--- src/cache_geom_pkg.sv ---
`default_nettype none

package cache_geom_pkg;

    // ==============================
    // Geometry
    // ==============================
    localparam int ADDR_W         = 32;
    localparam int WORD_W         = 32;
    localparam int WORDS_PER_LINE = 8;
    localparam int LINE_W         = WORDS_PER_LINE * WORD_W;   // 256 bits
    localparam int N_SETS         = 16;                        // Sets per way

    localparam int BYTE_BITS = 2;
    localparam int WORD_BITS = $clog2(WORDS_PER_LINE);
    localparam int SET_BITS  = $clog2(N_SETS);
    localparam int TAG_BITS  = ADDR_W - SET_BITS - WORD_BITS - BYTE_BITS;

    localparam int LINE_OFF_W  = WORD_BITS + BYTE_BITS;        // Byte offset inside a line
    localparam int LINE_ADDR_W = ADDR_W - LINE_OFF_W;

    // ==============================
    // Basic types
    // ==============================
    typedef logic [WORD_W-1:0]        word_t;
    typedef logic [LINE_W-1:0]        line_t;     // Word 0 in the top bits
    typedef logic [WORD_W/8-1:0]      byte_en_t;  // Bit n -> byte n
    typedef logic [TAG_BITS-1:0]      tag_t;
    typedef logic [SET_BITS-1:0]      set_idx_t;
    typedef logic [WORD_BITS-1:0]     word_idx_t;

    // Lookup view of an address
    typedef struct packed {
        tag_t                 tag;
        set_idx_t             set;
        word_idx_t            word;
        logic [BYTE_BITS-1:0] byte_off;
    } addr_fields_t;

    // Memory view of an address
    typedef struct packed {
        logic [LINE_ADDR_W-1:0] line_addr;
        logic [LINE_OFF_W-1:0]  offset;
    } addr_line_t;

    typedef union packed {
        addr_fields_t f;
        addr_line_t   l;
    } cache_addr_u;

endpackage

`default_nettype wire

--- src/line_merge.sv ---
`timescale 1ns/1ps
`default_nettype none

module line_merge
(
    input  cache_geom_pkg::line_t     line_i,
    input  cache_geom_pkg::word_idx_t word_idx_i,
    input  cache_geom_pkg::byte_en_t  byte_en_i,
    input  cache_geom_pkg::word_t     wdata_i,
    output cache_geom_pkg::word_t     rword_o,
    output cache_geom_pkg::line_t     line_o
);
    import cache_geom_pkg::*;

    word_t new_word;   // Addressed word after byte insertion

    // Word select with word 0 at the top
    always_comb
    begin
        rword_o = '0;
        for (int w = 0; w < WORDS_PER_LINE; w++)
        begin
            if (word_idx_t'(w) == word_idx_i)
                rword_o = line_i[LINE_W-1-w*WORD_W -: WORD_W];
        end
    end

    // Any mask of byte enables
    always_comb
    begin
        new_word = rword_o;
        for (int b = 0; b < $bits(byte_en_t); b++)
        begin
            if (byte_en_i[b])
                new_word[b*8 +: 8] = wdata_i[b*8 +: 8];
        end
    end

    // Other words pass unchanged
    always_comb
    begin
        line_o = line_i;
        for (int w = 0; w < WORDS_PER_LINE; w++)
        begin
            if (word_idx_t'(w) == word_idx_i)
                line_o[LINE_W-1-w*WORD_W -: WORD_W] = new_word;
        end
    end

endmodule

`default_nettype wire

--- config.mk ---
export PLATFORM = sky130hd
export DESIGN_NAME = line_merge
export DESIGN_NICKNAME = d
export VERILOG_FILES = /design/src/cache_geom_pkg.sv /design/src/line_merge.sv
export SDC_FILE = /design/constraint.sdc
export NUM_CORES = 1
export LEC_CHECK = 0
export BUFFER_PORTS_ARGS = -buffer_cell sky130_fd_sc_hd__buf_4
export CAP_MARGIN = 0
export CELL_PAD_IN_SITES_DETAIL_PLACEMENT = 0
export CELL_PAD_IN_SITES_GLOBAL_PLACEMENT = 1
export CORE_AREA = 2 2 228 230
export DETAILED_ROUTE_END_ITERATION = 6
export DIE_AREA = 0 0 230 232
export PLACE_DENSITY_LB_ADDON = 0.15
export SYNTH_ARGS = -nofsm -noshare
export SYNTH_HDL_FRONTEND = slang
export SYNTH_SLANG_ARGS = --single-unit
--- constraint.sdc ---
create_clock -name vclk -period 6.5
set_clock_uncertainty 0.2 [all_clocks]
set_input_delay 1.3 -clock vclk [all_inputs]
set_output_delay 1.3 -clock vclk [all_outputs]
set_load 0.005 [all_outputs]
=== Word level (Yosys, flattened, before mapping) ===
Index checks and enable logic that the tools add are counted.
Widths: inputs -> output; s select.

* Eq/ne operators: 7
* Mux-type cells: 20
* Reduce and logical (&&, ||, !) cells: 1

{| class="wikitable"
|+ Operator list
! cell !! number
|-
| $mux 32 || 16
|-
| $mux 8 || 4
|-
| $eq 3x3->1 const A || 4
|-
| $eq 2x3->1 const A || 2
|-
| $eq 1x3->1 const A || 1
|-
| $logic_not 3->1 || 1
|}

* Register bits: 0
* Bits of input ports: 295
* Output and inout bits: 288
* Logic and storage cells: 28

=== Logic depth before layout (Yosys ltp) ===
* Depth after elaboration: 11
* Depth in mapped cells: 9

=== Worst setup path after synthesis ===
Ideal clock, no wire load.

* Kind: input-to-output
* Start point: in word_idx_i[1]
* End point: out line_o[127]
* Arrival: 2.653 ns
* Data required time: 5.000 ns
* Path slack: 2.347 ns
* Stages: 6
* Cell sequence: buf_6 > buf_6 > mux2_1 > mux4_2 > a21oi_4 > a221oi_1

* Longest elaborated chain between the ends: 11
* Elaborated cells on any way between the ends: 18
* Those cells by class: eq/ne: 7; mux: 10; reduce/logical: 1

{| class="wikitable"
|+ RTL lines
! what !! line !! source
|-
| start, declared || line_merge.sv:7 || <nowiki>input cache_geom_pkg::word_idx_t word_idx_i,</nowiki>
|-
| $logic_not 3->1 || line_merge.sv:23 || <nowiki>if (word_idx_t'(w) == word_idx_i)</nowiki>
|-
| $mux 32 (8 in series) || line_merge.sv:23 ||
|-
| $mux 8 || line_merge.sv:34 || <nowiki>if (byte_en_i[b])</nowiki>
|-
| $mux 32 (*) || line_merge.sv:45 || <nowiki>if (word_idx_t'(w) == word_idx_i)</nowiki>
|-
| end, declared || line_merge.sv:11 || <nowiki>output cache_geom_pkg::line_t line_o</nowiki>
|}

Mark *: on every way between the ends. The rest lies on a longest branch, timed or not.

=== Worst setup path in the final report ===
* Start point: in word_idx_i[0]
* End point: out line_o[191]

Same word-level chain as after synthesis.

==> run summary <==
Slowest-stage cell, CP = nor2_4
Slew @ Worst Pin = 1.06 ns
Hold EP = rword_o[21]
Worst setup margin = 0.921 ns
Period utilization = 85.8%
Min Tclk post-route = 5.58 ns
Required @ worst endpoint = 5.00 ns
Status = finished, final reports clean
Critical Path Max Stage Delay = 0.74 ns
Sequential area share after synthesis = 0%
Number of nets still failing antenna checks after routing = 0
Crit path max fanout = 81
# clk buffers = 0
GRT Resource Usage Total = 23.0%
Grt total ovfl = 0
Buffers & Inverters on Critical Path = 2
HP Class = in2out
Lkg Pwr = 5.34 nW
Nets = 2,233
Post-synth design cell area = 8860 um2
DR WL/cell = 25.2 um
NetSw = 0.000629 W
Via count = 14,100
CP startpoint kind = input pin
Seq cells = 0
RD Place Congestion = 0.844
Die area = 53,400 um2
FF+latch area = 0 um2
Maxcap violations = 0
Area of the multi-input gates = 7950 um2
Share of layout cells above drive strength 1 = 35.0%
Cell Chain, Critical Path = clkbuf_8 -> nand2_1 -> nor2_4 -> a21oi_4 -> a221oi_1 -> buf_4
FMAX = 179 MHz
Setup crit end kind = output pin
CORE AREA = 50,900 um2
Vias per cell = 5.39
Area growth syn-to-layout = 55.3%
Final setup violation count = 0
Initial Utilization = 17.4%
Final Hold Viols = 0
Post-route cell area = 13,800 um2
Die height = 232 um
Post-CTS resize count = 0
Mapped Cells = 1,501
Final WL = 66.1 mm
Std-Cell Rows = 83
Max_slew headroom = 29.0%
Netlist cell types = 36
Pin count of the biggest net entering global routing = 96
Flop pwr share = 0%
Uppermost layer routed = met4
Pre-Repair DR Iteration Count = 5
Vias in the first global route = 13,500
First-pass GRT wire length = 93.6 mm
Synthesized area per cell = 5.90 um2
RSZ-0062 raised after global routing = no
Gate power share = 100.0%
Critical setup path kind = in2out
Syn. warnings = 0
# hold bufs at CTS = 0
Pwr dens = 84.3 nW/um2
IO Port Bufs = 583
Overall power = 0.00116 W
Internal power = 0.000531 W
Postcts setup bufs = 0
Initial antenna violation count = 7
Max rail drop VDD = 0.0206 mV
Slew Limit Fails = 0
Wire length on met2 = 32.0 mm
CP arrival = 4.08 ns
Hold Path Stages = 4
Syn nets = 1,796
Post-route DRC violation count = 0
Hold_sp = line_i[21]
Initial DRC count = 1,114
Post-DP HPWL = 48.9 mm
Delay-heaviest family, CP = simple AND/OR/NAND/NOR gates
Worst Setup SP = word_idx_i[0]
Area of placed instances = 13,700 um2
Switch share = 54.2%
# fillers = 5,785
Setup_tns = 0 ns
Die W = 230 um
Setup slack at placement = 0.891 ns
Metal3 WL = 3.33 mm
Power share of the clock group = 0%
WL met1 = 28.9 mm
I/O Pins = 583
Cell depth of the worst setup path = 6
## cell type report
class,instances,share of cell area [%]
Timing Repair Buffer,626,34.9
Tap cell,680,6.18
Antenna cell,8,0.146
Inverter,37,1.05
Multi-Input combinational cell,1273,57.8
## Yosys cell counts, types with 8 or more instances
| library cell | instances | area share (%) |
|---|---|---|
| o21ai_0 | 275 | 16 |
| nand2_1 | 253 | 11 |
| a41oi_1 | 124 | 12 |
| o211ai_1 | 124 | 11 |
| clkbuf_1 | 107 | 4.5 |
| a21oi_1 | 93 | 5.3 |
| o22ai_1 | 93 | 6.6 |
| buf_2 | 68 | 3.8 |
| mux2i_1 | 62 | 7.0 |
| nand3b_1 | 62 | 5.3 |
| nor2_1 | 53 | 2.2 |
| inv_1 | 35 | 1.5 |
| nor2b_1 | 34 | 2.4 |
| nand2b_1 | 33 | 2.3 |
| a221oi_2 | 31 | 5.3 |
| nor3_1 | 8 | 0.45 |
## logic make-up after synthesis
logic type | count (synthesis) | synth area share (%)
and+or+nand+nor | 454 | 24.7
muxes | 66 | 7.64
buffers and inverters | 228 | 11.1
AOI/OAI and AO/OA | 753 | 56.6
## tightest hold or removal path: cells and delay by family
kind	cells	cell delay (ns)
simple gates	1	0.05
compound gates	1	0.07
buf+inv	2	0.19
## how the worst max path moves through the flow
stage | end | slack (ns)
global route | line_o[191] | 0.68
detailed placement | line_o[191] | 0.89
CTS | line_o[191] | 0.89
floorplan | line_o[127] | 2.35
global placement | line_o[191] | 0.93
finish | line_o[191] | 0.92
## power by group through the flow
| stage | clock [W] | sequential, W | combinational, W |
|---|---|---|---|
| after floorplan | 0 | 0 | 0.000519 |
| after global placement | 0 | 0 | 0.00116 |
| after detailed placement | 0 | 0 | 0.00116 |
| after CTS | 0 | 0 | 0.00117 |
| after global routing | 0.000000000144 | 0 | 0.00125 |
| final | 0.000000000151 | 0 | 0.00116 |
## layer usage
| layer | vias up | track usage [%] |
|---|---|---|
| met1 | 6843 | 29.5 |
| met2 | 535 | 39.9 |
| met5 | - | 0 |
| li1 | 6679 | - |
| met4 | 0 | 6.65 |
| met3 | 83 | 3.11 |
## placed cells by master, fill, tap and decap left out, types with 3 or more instances in the layout
cell type	Yosys	layout
a221oi_2	31	31
a221oi_1	7	7
mux2i_1	62	62
nor3_1	8	6
a21oi_1	93	93
buf_4	7	617
nor2b_1	34	32
nand2b_1	33	33
diode_2	0	8
o21ai_1	4	4
nand2_1	253	253
o211ai_1	124	124
nor3b_4	2	3
nor2_1	53	52
a41oi_1	124	124
inv_1	35	35
o22ai_1	93	93
o21ai_0	275	275
and3b_4	0	3
nand3b_1	62	62
buf_12	0	7
## per-stage QoR
stage	util, %	cells	hold WS, ns
3_3_place_gp	27.0	2616	2.72
4_1_cts	27.0	2616	2.72
3_5_place_dp	27.0	2616	2.72
2_1_floorplan	-	1501	2.50
6_report	27.0	2624	2.72
5_1_grt	27.0	2623	2.74
Note: power is estimated with default switching activity, not from simulation.
